===== config.mk =====
export PLATFORM = sky130hd
export DESIGN_NAME = cr16Controller
export DESIGN_NICKNAME = d
export VERILOG_FILES = /design/src/verilog/controlPkg.sv /design/src/verilog/ctrlSequencer.sv /design/src/verilog/condEval.sv /design/src/verilog/instDecode.sv /design/src/verilog/cr16Controller.sv
export SDC_FILE = /design/constraint.sdc
export NUM_CORES = 1
export LEC_CHECK = 0
export BUFFER_PORTS_ARGS = -buffer_cell sky130_fd_sc_hd__buf_4
export CORE_ASPECT_RATIO = 1.4
export CORE_MARGIN = 3
export CORE_UTILIZATION = 50
export CTS_CLUSTER_SIZE = 10
export DETAILED_ROUTE_END_ITERATION = 6
export GPL_TIMING_DRIVEN = 0
export PLACE_DENSITY = 0.94
export SLEW_MARGIN = 25
export SYNTH_ARGS = -nofsm -noshare
export SYNTH_HDL_FRONTEND = slang
export SYNTH_HIERARCHICAL = 1
export SYNTH_SLANG_ARGS = --single-unit

===== constraint.sdc =====
create_clock -name clk -period 6.5 [get_ports clk]
set_input_delay 0.975 -clock clk [delete_from_list [all_inputs] [get_ports clk]]
set_output_delay 0.975 -clock clk [all_outputs]
set_load 0.02 [all_outputs]

===== src/verilog/controlPkg.sv =====
package controlPkg;

	////////////////////////////////////////////////////////////
	// Instruction and flag widths
	////////////////////////////////////////////////////////////
	localparam int DataWidth = 16;
	localparam int OpWidth   = 4;
	localparam int RegWidth  = 4;
	localparam int OpExWidth = 4;
	localparam int ImmWidth  = 8;
	localparam int PsrWidth  = 5;

	typedef logic [RegWidth-1:0] regIdx;

	// Return address register for JAL
	localparam regIdx LinkReg = regIdx'(15);

	// Major opcode, inst[15:12]
	typedef enum logic [OpWidth-1:0] {
		opRType = 4'b0000,
		opAndi  = 4'b0001,
		opOri   = 4'b0010,
		opXori  = 4'b0011,
		opOType = 4'b0100,
		opAddi  = 4'b0101,
		opAddui = 4'b0110,
		opSType = 4'b1000,
		opSubi  = 4'b1001,
		opCmpi  = 4'b1011,
		opBcond = 4'b1100,
		opMovi  = 4'b1101,
		opLui   = 4'b1111
	} opcode;

	// Extension field, inst[7:4]; values overlap between classes
	typedef logic [OpExWidth-1:0] opExt;

	// Register class
	localparam opExt exAnd  = 4'b0001;
	localparam opExt exOr   = 4'b0010;
	localparam opExt exXor  = 4'b0011;
	localparam opExt exAdd  = 4'b0101;
	localparam opExt exAddu = 4'b0110;
	localparam opExt exSub  = 4'b1001;
	localparam opExt exCmp  = 4'b1011;
	localparam opExt exMov  = 4'b1101;

	// Other class
	localparam opExt exLoad  = 4'b0000;
	localparam opExt exStor  = 4'b0100;
	localparam opExt exJal   = 4'b1000;
	localparam opExt exJcond = 4'b1100;
	localparam opExt exScond = 4'b1101;

	// Shift class
	localparam opExt exLlshi  = 4'b0000;
	localparam opExt exLrshi  = 4'b0001;
	localparam opExt exAlshui = 4'b0010;
	localparam opExt exArshui = 4'b0011;
	localparam opExt exLsh    = 4'b0100;
	localparam opExt exAshu   = 4'b0110;

	typedef enum logic [3:0] {
		cEq, cNe, cCs, cCc, cHi, cLs, cGt, cLe,
		cFs, cFc, cLo, cHs, cLt, cGe, cUc
	} condCode;

	// Bit positions in the status register
	localparam int FlagC = 0;
	localparam int FlagL = 1;
	localparam int FlagF = 2;
	localparam int FlagZ = 3;
	localparam int FlagN = 4;

	typedef enum logic [3:0] {
		aluAdd, aluAddu, aluSub, aluAnd, aluOr, aluXor,
		aluMov, aluLui, aluSll, aluSrl, aluSla, aluSra
	} aluOp;

	typedef enum logic [1:0] {
		wbLink = 2'd0,
		wbCond = 2'd1,
		wbAlu  = 2'd2,
		wbMem  = 2'd3
	} wbSel;

	typedef enum logic [1:0] {
		phFetch, phDecode, phLoad
	} ctrlPhase;

	// ALU operation of an immediate-form opcode
	function automatic aluOp immAluOp(opcode op);
		aluOp res;
		case (op)
			opAndi:  res = aluAnd;
			opOri:   res = aluOr;
			opXori:  res = aluXor;
			opAddui: res = aluAddu;
			opSubi:  res = aluSub;
			opCmpi:  res = aluSub;
			opMovi:  res = aluMov;
			opLui:   res = aluLui;
			default: res = aluAdd;
		endcase
		return res;
	endfunction

	// ALU operation of a register-form extension
	function automatic aluOp regAluOp(opExt ex);
		aluOp res;
		case (ex)
			exAnd:   res = aluAnd;
			exOr:    res = aluOr;
			exXor:   res = aluXor;
			exAddu:  res = aluAddu;
			exSub:   res = aluSub;
			exCmp:   res = aluSub;
			exMov:   res = aluMov;
			default: res = aluAdd;
		endcase
		return res;
	endfunction

endpackage


===== src/verilog/ctrlSequencer.sv =====
`timescale 1ns/1ps

module ctrlSequencer
	import controlPkg::*;
(
	input  logic     clk,
	input  logic     rst,
	input  logic     isLoad,
	output ctrlPhase phase
);

	ctrlPhase nextPhase;

	////////////////////////////////////////////////////////////
	// Phase register
	////////////////////////////////////////////////////////////
	always_ff @(posedge clk or negedge rst)
	begin
		if (!rst)
		begin
			phase <= phFetch;
		end
		else
		begin
			phase <= nextPhase;
		end
	end

	////////////////////////////////////////////////////////////
	// Next phase
	////////////////////////////////////////////////////////////
	always_comb
	begin
		nextPhase = phFetch;
		case (phase)
			phFetch:
			begin
				nextPhase = phDecode;
			end
			phDecode:
			begin
				// LOAD needs one more cycle for the memory data
				if (isLoad)
				begin
					nextPhase = phLoad;
				end
				else
				begin
					nextPhase = phFetch;
				end
			end
			phLoad:
			begin
				nextPhase = phFetch;
			end
			default:
			begin
				nextPhase = phFetch;
			end
		endcase
	end

endmodule


===== src/verilog/condEval.sv =====
`timescale 1ns/1ps

module condEval
	import controlPkg::*;
(
	input  logic [PsrWidth-1:0] psr,
	input  condCode             condSel,
	output logic                condMet
);

	logic flagZ;
	logic flagC;
	logic flagL;
	logic flagN;
	logic flagF;

	assign flagZ = psr[FlagZ];
	assign flagC = psr[FlagC];
	assign flagL = psr[FlagL];
	assign flagN = psr[FlagN];
	assign flagF = psr[FlagF];

	always_comb
	begin
		case (condSel)
			cEq: condMet = flagZ;
			cNe: condMet = !flagZ;
			cCs: condMet = flagC;
			cCc: condMet = !flagC;
			cHi: condMet = flagL;
			cLs: condMet = !flagL;
			cGt: condMet = flagN;
			cLe: condMet = !flagN;
			cFs: condMet = flagF;
			cFc: condMet = !flagF;
			// Compound conditions fold in the zero flag
			cHs: condMet = flagZ | flagL;
			cLo: condMet = !flagZ & !flagL;
			cGe: condMet = flagZ | flagN;
			cLt: condMet = !flagZ & !flagN;
			// Unconditional code and code 15 never hold
			default: condMet = 1'b0;
		endcase
	end

endmodule


===== src/verilog/instDecode.sv =====
`timescale 1ns/1ps

module instDecode
	import controlPkg::*;
(
	input  logic [DataWidth-1:0] inst,
	input  ctrlPhase             phase,
	input  logic                 condMet,
	output condCode              condSel,
	output logic                 isLoad,
	output logic                 branch,
	output logic                 jump,
	output logic                 memcMux,
	output logic                 immMux,
	output logic                 psrEn,
	output logic                 pcEn,
	output logic                 write,
	output logic                 condRslt,
	output wbSel                 wbMux,
	output regIdx                rDst,
	output regIdx                rSrc,
	output logic [ImmWidth-1:0]  immVal,
	output controlPkg::aluOp     aluOp
);

	// Field offsets within the instruction word
	localparam int OpLo  = DataWidth - OpWidth;
	localparam int DstLo = OpLo - RegWidth;
	localparam int ExLo  = DstLo - OpExWidth;

	opcode                opField;
	opExt                 extField;
	regIdx                dstField;
	regIdx                lowNib;
	logic [ImmWidth-1:0]  immField;

	assign opField  = opcode'(inst[OpLo +: OpWidth]);
	assign dstField = inst[DstLo +: RegWidth];
	assign extField = inst[ExLo +: OpExWidth];
	assign lowNib   = inst[RegWidth-1:0];
	assign immField = inst[ImmWidth-1:0];

	assign isLoad = (opField == opOType) && (extField == exLoad);

	// JCOND carries its condition where the others carry rDst
	assign condSel = ((opField == opOType) && (extField == exJcond)) ?
		condCode'(dstField) : condCode'(lowNib);

	always_comb
	begin
		branch   = 1'b0;
		jump     = 1'b0;
		memcMux  = 1'b0;
		immMux   = 1'b0;
		psrEn    = 1'b0;
		pcEn     = 1'b0;
		write    = 1'b0;
		condRslt = 1'b0;
		wbMux    = wbAlu;
		rDst     = '0;
		rSrc     = '0;
		immVal   = '0;
		aluOp    = aluAdd;
		case (phase)
			phDecode:
			begin
				case (opField)
					////////////////////////////////////////////////////////////
					// Immediate ALU forms
					////////////////////////////////////////////////////////////
					opAndi, opOri, opXori, opAddi, opAddui, opSubi, opCmpi, opMovi, opLui:
					begin
						rDst   = dstField;
						immVal = immField;
						aluOp  = immAluOp(opField);
						immMux = 1'b1;
						psrEn  = 1'b1;
						pcEn   = 1'b1;
						write  = (opField != opCmpi);
					end
					////////////////////////////////////////////////////////////
					// Register ALU forms
					////////////////////////////////////////////////////////////
					opRType:
					begin
						case (extField)
							exAnd, exOr, exXor, exAdd, exAddu, exSub, exCmp, exMov:
							begin
								rDst  = dstField;
								rSrc  = lowNib;
								aluOp = regAluOp(extField);
								psrEn = 1'b1;
								pcEn  = 1'b1;
								write = (extField != exCmp);
							end
							default: ;
						endcase
					end
					////////////////////////////////////////////////////////////
					// Memory, conditional set and jumps
					////////////////////////////////////////////////////////////
					opOType:
					begin
						case (extField)
							exLoad:
							begin
								// Address phase only, PC waits for phLoad
								rSrc    = lowNib;
								memcMux = 1'b1;
							end
							exStor:
							begin
								rDst    = dstField;
								rSrc    = lowNib;
								memcMux = 1'b1;
								pcEn    = 1'b1;
							end
							exScond:
							begin
								rDst     = dstField;
								wbMux    = wbCond;
								write    = 1'b1;
								pcEn     = 1'b1;
								condRslt = condMet;
							end
							exJcond:
							begin
								rSrc = lowNib;
								pcEn = 1'b1;
								jump = condMet;
							end
							exJal:
							begin
								jump  = 1'b1;
								rDst  = LinkReg;
								rSrc  = lowNib;
								write = 1'b1;
								wbMux = wbLink;
								pcEn  = 1'b1;
							end
							default: ;
						endcase
					end
					opBcond:
					begin
						immVal = immField;
						immMux = 1'b1;
						pcEn   = 1'b1;
						branch = condMet;
					end
					////////////////////////////////////////////////////////////
					// Shifts, no flag update
					////////////////////////////////////////////////////////////
					opSType:
					begin
						case (extField)
							exLsh, exAshu:
							begin
								rDst  = dstField;
								rSrc  = lowNib;
								aluOp = (extField == exLsh) ? aluSll : aluSla;
								write = 1'b1;
								pcEn  = 1'b1;
							end
							exLlshi, exLrshi, exAlshui, exArshui:
							begin
								rDst   = dstField;
								immVal = {{(ImmWidth-RegWidth){1'b0}}, lowNib};
								write  = 1'b1;
								pcEn   = 1'b1;
								case (extField)
									exLlshi:  aluOp = aluSll;
									exLrshi:  aluOp = aluSrl;
									exAlshui: aluOp = aluSla;
									default:  aluOp = aluSra;
								endcase
							end
							default: ;
						endcase
					end
					default: ;
				endcase
			end
			phLoad:
			begin
				// Memory data goes back to rDst
				rDst    = dstField;
				rSrc    = lowNib;
				memcMux = 1'b1;
				write   = 1'b1;
				wbMux   = wbMem;
				pcEn    = 1'b1;
			end
			default: ;
		endcase
	end

endmodule


===== src/verilog/cr16Controller.sv =====
`timescale 1ns/1ps

module cr16Controller
	import controlPkg::*;
(
	input  logic                 clk,
	input  logic                 rst,
	input  logic [PsrWidth-1:0]  psr,
	input  logic [DataWidth-1:0] inst,
	output logic                 branch,
	output logic                 jump,
	output logic                 memcMux,
	output logic                 immMux,
	output logic                 psrEn,
	output logic                 pcEn,
	output logic                 write,
	output logic                 condRslt,
	output wbSel                 wbMux,
	output regIdx                rDst,
	output regIdx                rSrc,
	output logic [ImmWidth-1:0]  immVal,
	output controlPkg::aluOp     aluOp
);

	ctrlPhase phase;
	logic     isLoad;
	condCode  condSel;
	logic     condMet;

	ctrlSequencer sequencer (
		.clk    (clk),
		.rst    (rst),
		.isLoad (isLoad),
		.phase  (phase)
	);

	// One evaluator shared by SCOND, JCOND and BCOND
	condEval conditions (
		.psr     (psr),
		.condSel (condSel),
		.condMet (condMet)
	);

	instDecode decoder (
		.inst     (inst),
		.phase    (phase),
		.condMet  (condMet),
		.condSel  (condSel),
		.isLoad   (isLoad),
		.branch   (branch),
		.jump     (jump),
		.memcMux  (memcMux),
		.immMux   (immMux),
		.psrEn    (psrEn),
		.pcEn     (pcEn),
		.write    (write),
		.condRslt (condRslt),
		.wbMux    (wbMux),
		.rDst     (rDst),
		.rSrc     (rSrc),
		.immVal   (immVal),
		.aluOp    (aluOp)
	);

endmodule


==> results of run 1 <==
## routing by layer
layer  global-route usage, %  vias to the layer above
met2                   56.50                       93
li1                        -                      738
met5                       0                        -
met4                   12.20                        0
met1                   32.41                      711
met3                   4.035                       15
## cells in the mapped netlist, types with 2 or more instances
master                      count
sky130_fd_sc_hd__o22ai_1        2
sky130_fd_sc_hd__ha_1           2
sky130_fd_sc_hd__nor3b_1        6
sky130_fd_sc_hd__or4b_4         2
sky130_fd_sc_hd__and3_1         6
sky130_fd_sc_hd__nand2_1       14
sky130_fd_sc_hd__inv_1          6
sky130_fd_sc_hd__dfrtp_1        2
sky130_fd_sc_hd__a2111oi_0      2
sky130_fd_sc_hd__nand2b_1       3
sky130_fd_sc_hd__mux2_2         5
sky130_fd_sc_hd__a31o_2         6
sky130_fd_sc_hd__nand3_1        3
sky130_fd_sc_hd__o211ai_1       4
sky130_fd_sc_hd__and2_1        12
sky130_fd_sc_hd__nor4_1         2
sky130_fd_sc_hd__o211a_1        3
sky130_fd_sc_hd__a21oi_1        9
sky130_fd_sc_hd__nor2b_1        7
sky130_fd_sc_hd__clkbuf_1      11
sky130_fd_sc_hd__o21ai_0       11
sky130_fd_sc_hd__a31oi_1        7
sky130_fd_sc_hd__a41oi_1        2
sky130_fd_sc_hd__nor2_1        11
sky130_fd_sc_hd__and3b_1        2
sky130_fd_sc_hd__o2bb2ai_1      2
sky130_fd_sc_hd__or2_2          3
## per-stage QoR
step	hold WS (ps)	power [mW]	worst slack (ps)	instances
global placement	451.9	0.1297	1717	236
floorplan	437.7	0.08668	1728	165
CTS	467.8	0.1609	1655	239
detailed placement	465.1	0.1331	1654	236
global route	507.4	0.1733	1436	239
finish	475.1	0.1612	1535	239
## worst paths after layout
check                      cells past startpoint               start  slack (ps)                  to
setup / recovery                              11            inst[13]        1540            condRslt
hold reg to reg                                1  sequencer/phase[0]         480  sequencer/phase[0]
max in group asynchronous                      1                 rst        5880  sequencer/phase[1]
setup reg to reg                               1  sequencer/phase[1]        5790  sequencer/phase[1]
min in group asynchronous                      1                 rst         530  sequencer/phase[0]
hold / removal                                 1  sequencer/phase[0]         480  sequencer/phase[0]
## kinds of logic (layout without fill, tap and decap cells)
family | Yosys count | in the layout | synth area share, %
fa+ha+maj | 3 | 3 | 3.132
mux | 6 | 6 | 7.046
xor+xnor | 2 | 2 | 1.566
flops | 2 | 2 | 4.474
buf+inv | 18 | 71 | 6.711
simple gates | 77 | 77 | 41.16
compound gates | 57 | 57 | 35.91
## final cells by class
class,count,share of cell area (%)
plain buffers,12,3.406
clock buffers,3,1.460
inverters,6,1.460
multi-input cells,145,64.40
flip-flops and latches,2,3.244
well taps,21,1.703
repair buffers,50,24.33
## power groups by stage
stage	combinational [mW]	sequential (mW)	clock, mW
2_1_floorplan	0.0732	0.0135	0
6_report	0.121	0.0134	0.0263
3_5_place_dp	0.120	0.0135	0
4_1_cts	0.120	0.0134	0.0273
3_3_place_gp	0.116	0.0135	0
5_1_grt	0.131	0.0135	0.0285
==> results list, run 1 <==
* Result of the run: finished, final reports clean
* First-pass GRT wire length: 6492 um
- Post-synthesis sequential element count: 2
- Ratio of total power to cell area: 104.5 mW/mm2
* Floorplan row count: 19
* Highest-count cells in the layout ignoring fill and taps: sky130_fd_sc_hd__buf_4 (50), sky130_fd_sc_hd__nand2_1 (14), sky130_fd_sc_hd__and2_1 (12)
* Total standard cell area after synthesis: 0.001119 mm2
- Critical path, cell by cell: buf_4 > or4b_4 > nor3_4 > nand3_1 > mux2_2 > mux4_2 > xnor2_1 > o2bb2ai_1 > nand2_1 > nor4_1 > buf_4
- Post-synthesis area per instance: 6.779 um2
* Full die area: 0.002849 mm2
- Share of the core filled with cells in the final layout: 75.46%
* Switching pwr: 73.83 uW
- Avg WL per Cell: 16.83 um
- The number of setup buffers added after CTS is 0.
* Internal Pwr Total: 87.40 uW
* Clock group share of total power: 16.3%
* Library cells used by synthesis: 47
- Latest clock arrival within the worst-skew pair: 220 ps
- Post-route design area: 0.001543 mm2
* Arr. time, crit path: 3990 ps
- The floorplan step defined a core boundary enclosing 0.002044 mm2.
- Sequential standard cell area: 50.05 um2
- Initial antenna violation count: 0
* Layout net count: 245
* Final hold violation count: 0
- In the routed design, unresolved DRC markers number 0.
- For this run, the leading register cell type out of synthesis is sky130_fd_sc_hd__dfrtp_1.
- The most numerous cell type found on the critical path is sky130_fd_sc_hd__buf_4.
* Relative slew slack: 36.73%
- Sequential group share of total power: 8.3%
- Largest register FFs: 2
* Aggregate routed wire length: 4022 um
- Global routing consumed, over all layers together, 29.98% of the routing resources.
- In the final layout, the share of cells above drive strength 1 is 33.94%.
* Critical path buffer and inverter count: 2
- After legalization and detailed placement, the total HPWL measured 3166 um.
- After detailed placement, the total cell area comes to 0.001520 mm2.
- Width of the chip: 45.98 um
* Stage delay of the slowest cell on the critical path: 580 ps
- Setup TNS after final layout: 0 ps
* Clock input transition at the sequential cells of the worst setup and hold paths: 30 ps
- Part of the cycle the worst path needs: 76.38%
- Of all flip-flops after synthesis, the portion carrying an async set or reset was 100.0%.
- Total leakage power: 0.6937 nW
- Via density: 6.515
- In this run the worst path has a maximum fanout of 5.
* TritonCTS clock tree: done
- Ports placed on the boundary: 53
- Summed over all nets, wire length on met2 after detailed routing comes to 2167 um.
- Cell type with the highest aggregate area in the netlist: sky130_fd_sc_hd__and2_1
- Sequential cells were found to cover 4.474% of the synthesized design area.
- In this run, post-CTS hold repair placed 0 buffers.
* Master of the slowest instance on the critical path: sky130_fd_sc_hd__or4b_4
- The first detailed-routing pass took 4 iterations.
- Ranked by flip-flop count, first place goes to sequencer/phase.
- Number of input and output port buffers inserted: 50
* Area growth syn-to-layout: 37.92%
* Area of the multi-input gates: 993.5 um2
- Number of gates resized after cts: 0
* Deepest clock path buffer count: 2
- Final Wtd Congestion: 0.9060
* Top cells by area, synth: sky130_fd_sc_hd__and2_1 (6.7%), sky130_fd_sc_hd__mux2_2 (5.0%), sky130_fd_sc_hd__o21ai_0 (4.9%)
* Commonest non-fill, non-tap cell in the layout: sky130_fd_sc_hd__buf_4
- Cell count after synthesis: 165
- Category of cells accounting for the largest share of critical-path delay: simple AND/OR/NAND/NOR gates
- For this run, the number of Yosys warnings is 6.
- Yosys mapped a number of flops with a built-in enable equal to 0.
- The setup path with the least slack is of type input port to output port.
- CTS built an H-tree with a depth of 1.
* Registers with the highest flip-flop counts: sequencer/phase: 2 flops
* Iteration-0 DRC count of the detailed router: 60
- Maxcap violations: 0
* Actual transition at the worst max-transition pin: 925.1 ps
* Setup violations, final: 0
- Net count after synthesis: 190
- Via count: 1,557
* Worst vdd rail ir drop: 134.9 uV
* Metal1 wirelength: 1428 um
- In the detailed route, the total length drawn on met3 is 325 um.
- Classification of the worst-slack hold path: flop to flop
* Root buf cell: sky130_fd_sc_hd__clkbuf_4
* Sum of overflow across all layers after global routing: 0
- Fillcell total: 165
- Final period demand of the worst path: 4965 ps
* Setup skew after layout: 4.079 ps
* Critical path endpoint category: output port
- Final count of pins violating max slew: 0
- From bottom edge to top edge, the die measures 61.97 um.
- Setup repair after global routing missed its margin: false
- Pin count of the biggest net entering global routing: 11
* Via count of the first global-routing pass: 1,473
- The top cell type by area accounts for 6.711% of the synthesized area.
- CP Launch Type: input port
- Critical path data required time: 5520 ps
* Initial cell density of the core: 54.71%
* Switching Share: 45.79%
- Clk sink count: 2
- 0 antenna diodes ended up in the layout.
- DR top layer: met4
* Number of buffers created by CTS: 3
- Combinational cells account for 75.3% of the total power.
* F_max: 201.4 MHz
- Final ANT Viol Nets: 0
Power figures use the tool's default switching activity.
==> inputs of run 2 (changes only) <==
Settings changed: CORE_UTILIZATION 50 to 43, PLACE_DENSITY 0.94 to 0.87.
Clock period 6.5 ns to 4.5 ns, I/O delays scaled along.
==> results list, run 2 (synthesis gave the netlist of run 1 again) <==
- The ratio of routed vias to standard cells came to 5.917 (-9.2%).
- Layout net count: 245 (unchanged)
- First-pass DRT Iterations: 4 (unchanged)
* Buffers inserted during post-CTS setup optimization: 0 (unchanged)
* Setup violations, final: 0 (unchanged)
- The area of all placed cells without fillers came to 0.001559 mm2 (+1.1%).
* Switching Share: 45.06% (-0.73 points)
- The share of power burned in combinational logic came to 74.9% (-0.4 points).
- The number of resized instances in the post-cts repair step was 0 (unchanged).
- Area growth syn-to-layout: 39.37%
- Arr. time, crit path: 3590 ps (-400 ps)
- Walking the worst path, the cells encountered are buf_4 > or4b_4 > nor3_4 > nand3_1 > mux2_2 > mux4_2 > xnor2_1 > o2bb2ai_1 > nand2_1 > nor4_1 > buf_4.
- The peak per-stage delay on the critical path came to 590 ps (about the same).
- Critical path data required time: 3830 ps (-1690 ps)
- Final count of pins violating max slew: 0 (unchanged)
- TritonCTS built the clock tree.
- The largest net degree at the start of global routing is 11 (unchanged).
- # hold bufs at CTS: 0 (unchanged)
- Actual transition at the worst max-transition pin: 705.7 ps (-219.3 ps)
- Final hold violation count: 0 (unchanged)
- The internal power summed over all cells came to 126.2 uW (+44%).
* Width of the chip: 49.11 um (+6.8%)
- Maximum fanout encountered on the critical timing path: 5 (unchanged)
- The global-route met2 utilization came to 41.61% (-15 points).
- Critical path buffer and inverter count: 2 (unchanged)
- Startpoint of the most critical register-to-register path: sequencer/phase[1]
- Latest clock arrival within the worst-skew pair: 220 ps (about the same)
- The initial core utilization was 45.78% (-8.9 points).
* Number of buffers created by CTS: 3 (unchanged)
- Final period demand of the worst path: 4266 ps
- Relative slew slack: 52.63% (+16 points)
- Worst hold slack: 229.8 ps (-245.3 ps)
* Clk sink count: 2 (unchanged)
* Sequential standard cell area: 50.05 um2 (unchanged)
- Floorplan row count: 21 (+2)
- The most numerous cell type found on the critical path is sky130_fd_sc_hd__buf_4.
* Area of the multi-input gates: 993.5 um2 (unchanged)
- The largest individual stage delay along the critical path comes from the cell sky130_fd_sc_hd__or4b_4.
* H-tree level count: 1 (unchanged)
- Highest-count cells in the layout ignoring fill and taps: sky130_fd_sc_hd__buf_4 (50), sky130_fd_sc_hd__nand2_1 (14), sky130_fd_sc_hd__and2_1 (12)
- The total via count after detailed routing is 1,491 (-4.2%).
- The power share of the sequential group came to 8.5% (+0.2 points).
- STA classifies the critical path endpoint as an output port.
* Final ANT Viol Nets: 0 (unchanged)
* Maxcap violations: 0 (unchanged)
- The count of inserted antenna diode cells came to 0 (unchanged).
- Root buf cell: sky130_fd_sc_hd__clkbuf_4
* Total leakage power: 0.6937 nW (unchanged)
* Worst vdd rail ir drop: 118.1 uV (-12%)
* First-pass GRT wire length: 5851 um (-9.9%)
- The met1 track demand over resource came to 24.86% (-7.5 points).
- Result of the run: finished, final reports clean
* Setup skew after layout: 3.174 ps (-0.9055 ps)
- Floorplan Core Area: 0.002444 mm2 (+20%)
- The worst hold path belongs to the class input port to async pin.
- The fill cell total of the finished layout is 250 (+52%).
- The maximum number of buffers from clock root to sink came to 2 (unchanged).
* Switching pwr: 103.5 uW (+40%)
- The half-perimeter wire length after detailed placement came to 2901 um (-8.4%).
* Clock group share of total power: 16.6% (+0.3 points)
- Routing usage on met3: 2.709% (-1.3 points)
* Part of the cycle the worst path needs: 94.81%
- Via count of the first global-routing pass: 1,367 (-7.2%)
* Sum of overflow across all layers after global routing: 0 (unchanged)
- The initial antenna violation count is 0 (unchanged).
- Aggregate routed wire length: 3642 um (-9.4%)
* Share of cells above drive strength 1: 33.94% (unchanged)
* Register containing the most flip-flops in the final layout: sequencer/phase
- Clock input transition at the sequential cells of the worst setup and hold paths: 30 ps (about the same)
- Setup repair after global routing missed its margin: false
* Post-detailed-route DRC marker count: 0 (unchanged)
- Post-detailed-placement cell area: 0.001536 mm2 (+1.1%)
* CP Launch Type: input port
- Avg WL per Cell: 14.45 um (-14%)
- Full die area: 0.003258 mm2 (+14%)
- The last weighted congestion value of the routability-driven placer was 0.9506 (+4.9%).
- Commonest non-fill, non-tap cell in the layout: sky130_fd_sc_hd__buf_4
- Ports placed on the boundary: 53 (unchanged)
* Setup TNS after final layout: 0 ps (unchanged)
- Largest register FFs: 2 (unchanged)
- Die H: 66.35 um (+7.1%)
- Worst Setup SP: inst[13]
- GRT Total Usage: 22.00% (-8.0 points)
- The worst setup path is of the input port to output port kind.
* Category of cells accounting for the largest share of critical-path delay: simple AND/OR/NAND/NOR gates
- Ratio of total power to cell area: 147.3 mW/mm2 (+41%)
- The largest registers in the layout are sequencer/phase: 2 flops.
- Layer carrying the most global-route usage: met2
- Timing would allow up to 234.4 MHz.
- Iteration-0 DRC count of the detailed router: 54 (-10%)
* Number of input and output port buffers inserted: 50 (unchanged)
==> run 2: cell counts in the layout (fill, tap and decap cells not counted) <==
No cell type changed its count.
==> run 2: cell type report <==
class | count | area share, %
buffer | 12 | 3.371
clock buffer | 3 | 1.445
inverter | 6 | 1.445
multi-input combinational | 145 | 63.72
sequential | 2 | 3.210
tap | 34 | 2.729
timing repair buffer | 50 | 24.08
==> run 2: metal layers <==
layer / part of all wire (%) / vias up
met2: 52 / 70
met1: 38 / 684
met3: 7.5 / 6
met5: 0 / -
li1: - / 731
met4: 1.9 / 0
==> run 2: worst paths after layout <==
kind	to	slack [ps]	depth (start not counted)
worst min-delay path	sequencer/phase[1]	230	1
max in group asynchronous	sequencer/phase[0]	4180	1
min in group clk	sequencer/phase[0]	480	1
worst max-delay path	condRslt	230	11
worst min register to register	sequencer/phase[0]	480	1
worst max register to register	sequencer/phase[1]	3810	1
==> run 2: per-stage QoR <==
stage	power, mW	utilization, %	setup slack [ps]	std cells
2_1_floorplan	0.1252	-	327.7	165
3_3_place_gp	0.1900	62.88	257.7	249
3_5_place_dp	0.1908	62.88	267.0	249
4_1_cts	0.2314	63.80	270.3	252
5_1_grt	0.2459	63.80	47.76	252
6_report	0.2297	63.80	233.6	252
==> run 2: power groups by stage <==
stage                     logic, mW  registers (mW)  clock network (mW)
after floorplan               0.106          0.0194                   0
after global placement        0.170          0.0196                   0
after detailed placement      0.171          0.0196                   0
after CTS                     0.172          0.0194              0.0402
after global routing          0.186          0.0196              0.0400
final                         0.172          0.0195              0.0382
==> inputs of run 3 (changes only) <==
Settings changed: SETUP_SLACK_MARGIN from default to 0.4.
==> results list, run 3 (synthesis gave the netlist of run 1 again) <==
- Result of the run: finished, final reports clean
- The worst slack at placement was 261.3 ps (-5.636 ps).
- Leaving out fill and tap cells, the most frequent cells in the layout are sky130_fd_sc_hd__buf_4 (51), sky130_fd_sc_hd__nand2_1 (14), sky130_fd_sc_hd__and2_1 (12).
- The number of levels in the clock H-tree was 1 (unchanged).
- Area growth syn-to-layout: 43.06%
- The final worst clock skew is 5.662 ps (+2.489 ps).
* Count of non-filler cells in the finished layout: 253 (+0.40%)
* Critical path data required time: 3830 ps (about the same)
- The peak per-stage delay on the critical path was 590 ps (about the same).
* Routed wl met2: 1947 um (+2.0%)
* Pin count of the biggest net entering global routing: 11 (unchanged)
- Full die area: 0.003258 mm2 (unchanged)
- Clk sink count: 2 (unchanged)
- Initial antenna violation count: 0 (unchanged)
- Setup violations, final: 0 (unchanged)
- The worst register-to-register path begins at sequencer/phase[0].
* Width of the chip: 49.11 um (unchanged)
- The ratio of cells with drive above 1 in the final layout came to 36.07% (+2.1 points).
- Floorplan row count: 21 (unchanged)
* Number of input and output port buffers inserted: 50 (unchanged)
* Number of buffers created by CTS: 3 (unchanged)
- Leaving out fill and tap cells, the most frequent cell in the layout is sky130_fd_sc_hd__buf_4.
* Master of the slowest instance on the critical path: sky130_fd_sc_hd__or4b_4
- The storage element area is 50.05 um2 (unchanged).
* Latest clock arrival within the worst-skew pair: 220 ps (about the same)
* Endpoint of the worst register-to-register path: sequencer/phase[1]
- Area of the multi-input gates: 0.001027 mm2 (+3.4%)
- The number of maximum-capacitance violations came to 0 (unchanged).
- The half-perimeter wire length after detailed placement came to 2995 um (+3.2%).
- The ratio of routed vias to standard cells was 5.826 (-1.5%).
- Iteration-0 DRC count of the detailed router: 48 (-11%)
* Part of the cycle the worst path needs: 88.26% (-6.5 points)
* Clock input transition at the sequential cells of the worst setup and hold paths: 30 ps (about the same)
- Total leakage power: 0.7069 nW (+1.9%)
* Category of cells accounting for the largest share of critical-path delay: simple AND/OR/NAND/NOR gates
* Critical path, cell by cell: buf_4 > or4b_4 > nor3_4 > nand3_4 > mux2_4 > mux4_2 > xnor2_1 > o2bb2ai_2 > nand2_1 > nor4_2 > buf_4
- Via count of the first global-routing pass: 1,365 (-0.15%)
- The count of cell instances traversed by the critical path was 11 (unchanged).
- The transition at the pin with the smallest max-transition slack was 814.6 ps (+108.9 ps).
- PnR Total Power: 234.9 uW (+2.3%)
- Critical path endpoint category: output port
- Final count of pins violating max slew: 0 (unchanged)
- Sum of overflow across all layers after global routing: 0 (unchanged)
* Share of the core filled with cells in the final layout: 65.49% (+1.7 points)
- Classification of the worst-slack hold path: input port to async pin
- The count of final hold-check violations came to 0 (unchanged).
- The flip-flop count of the largest register, all copies and words added is 2 (unchanged).
* Number of cells in the design after placement: 249 (unchanged)
* Critical Setup Path Class: input port to output port
- Initial cell density of the core: 45.78% (unchanged)
- # hold bufs at CTS: 0 (unchanged)
- Critical path buffer and inverter count: 2 (unchanged)
- The overall die height is 66.35 um (unchanged).
- Ratio of total power to cell area: 146.8 mW/mm2 (-0.34%)
- Avg WL per Cell: 14.89 um (+3.0%)
- Depth of the worst register-to-register path: 1 (unchanged)
- Registers with the highest flip-flop counts: sequencer/phase: 2 flops
* Final Wtd Congestion: 0.9301 (-2.2%)
* DR top layer: met4
- Minimum setup slack in the final design: 528.2 ps (+294.6 ps)
- The number of nets in the final layout was 246 (+0.41%).
* Post-detailed-route DRC marker count: 0 (unchanged)
* Via count: 1,474 (-1.1%)
* Floorplan Core Area: 0.002444 mm2 (unchanged)
- F_max: 251.8 MHz (+7.4%)
- First-pass GRT wire length: 6099 um (+4.2%)
- The most numerous cell type found on the critical path is sky130_fd_sc_hd__buf_4.
- Routed met3 length: 246 um (-9.9%)
- Aggregate routed wire length: 3766 um (+3.4%)
- The combined global-route utilization of all metal layers is 22.88% (+0.89 points).
- The arrival time reported for the critical path endpoint is 3300 ps (-290 ps).
* Register containing the most flip-flops in the final layout: sequencer/phase
- The peak ir drop on the vdd network came to 111.4 uV (-5.7%).
- The biggest fanout along the worst timing path is 5 (unchanged).
* Setup repair after global routing missed its margin: false
* TritonCTS clock tree: done
* Setup slack of the most critical reg-to-reg path: 3810 ps (about the same)
* Number of diodes: 0 (unchanged)
- Root buf cell: sky130_fd_sc_hd__clkbuf_4
- CP Launch Type: input port
- Deepest clock path buffer count: 2 (unchanged)
- Ports placed on the boundary: 53 (unchanged)
- The count of nets left with antenna violations after detail routing was 0 (unchanged).
- First-pass DRT Iterations: 4 (unchanged)
- Metal1 wirelength: 1494 um (+7.5%)
- The final-layout setup total negative slack came to 0 ps (unchanged).
- Final period demand of the worst path: 3972 ps (-294.6 ps)
* Relative slew slack: 44.29% (-8.3 points)
* Fillcell total: 231 (-7.6%)
==> run 3: cell count changes in the layout (fill, tap and decap cells not counted) <==
cell	before	now
sky130_fd_sc_hd__nand3_4	0	1
sky130_fd_sc_hd__o2bb2ai_2	0	1
sky130_fd_sc_hd__nor4_2	0	1
sky130_fd_sc_hd__mux2_4	0	1
sky130_fd_sc_hd__buf_4	50	51
sky130_fd_sc_hd__nand3_1	3	2
sky130_fd_sc_hd__nor4_1	2	1
sky130_fd_sc_hd__nor3_2	0	1
sky130_fd_sc_hd__nor3_1	1	0
sky130_fd_sc_hd__o2bb2ai_1	2	1
sky130_fd_sc_hd__mux2_2	5	4
==> run 3: metrics by stage <==
stage	hold WS (ps)	cell area [um2]
after detailed placement	458.8	1543
after floorplan	379.4	1125
after CTS	220.5	1582
final	225.2	1600
after global routing	214.8	1600
after global placement	457.3	1543
==> run 3: metal layers <==
layer	GRT usage [%]	vias to the layer above
li1	-	733
met1	25.78	669
met2	42.79	64
met3	2.483	8
met4	9.609	0
met5	0	-
==> run 3: how the worst max path moves through the flow <==
stage              from        to  slack, ps
3_5_place_dp   inst[13]    branch        260
5_1_grt        inst[13]  condRslt        430
4_1_cts        inst[13]    branch        400
3_3_place_gp   inst[13]  condRslt        330
6_report       inst[13]  condRslt        530
2_1_floorplan  inst[15]    branch        480
==> run 3: layout make-up <==
class / count / share of cell area, %
clock buffers: 3 / 1.407
repair buffers: 51 / 23.93
inverters: 6 / 1.407
well taps: 34 / 2.658
multi-input cells: 145 / 64.19
flip-flops and latches: 2 / 3.127
plain buffers: 12 / 3.284
==> run 3: power breakdown <==
group	switching [mW]	internal, mW
Sequential	0.000757	0.0188
Combinational	0.0970	0.0791
Clock	0.00994	0.0294
==> run 3: timing repair <==
| action | 4_1_cts | 5_1_grt |
|---|---|---|
| gates resized for setup | 2 | 3 |
| buffers inserted | 1 | 0 |
| hold endpoints to repair | 0 | 0 |
| endpoints found under the setup margin | 3 | 3 |
| pin swaps | 2 | 2 |
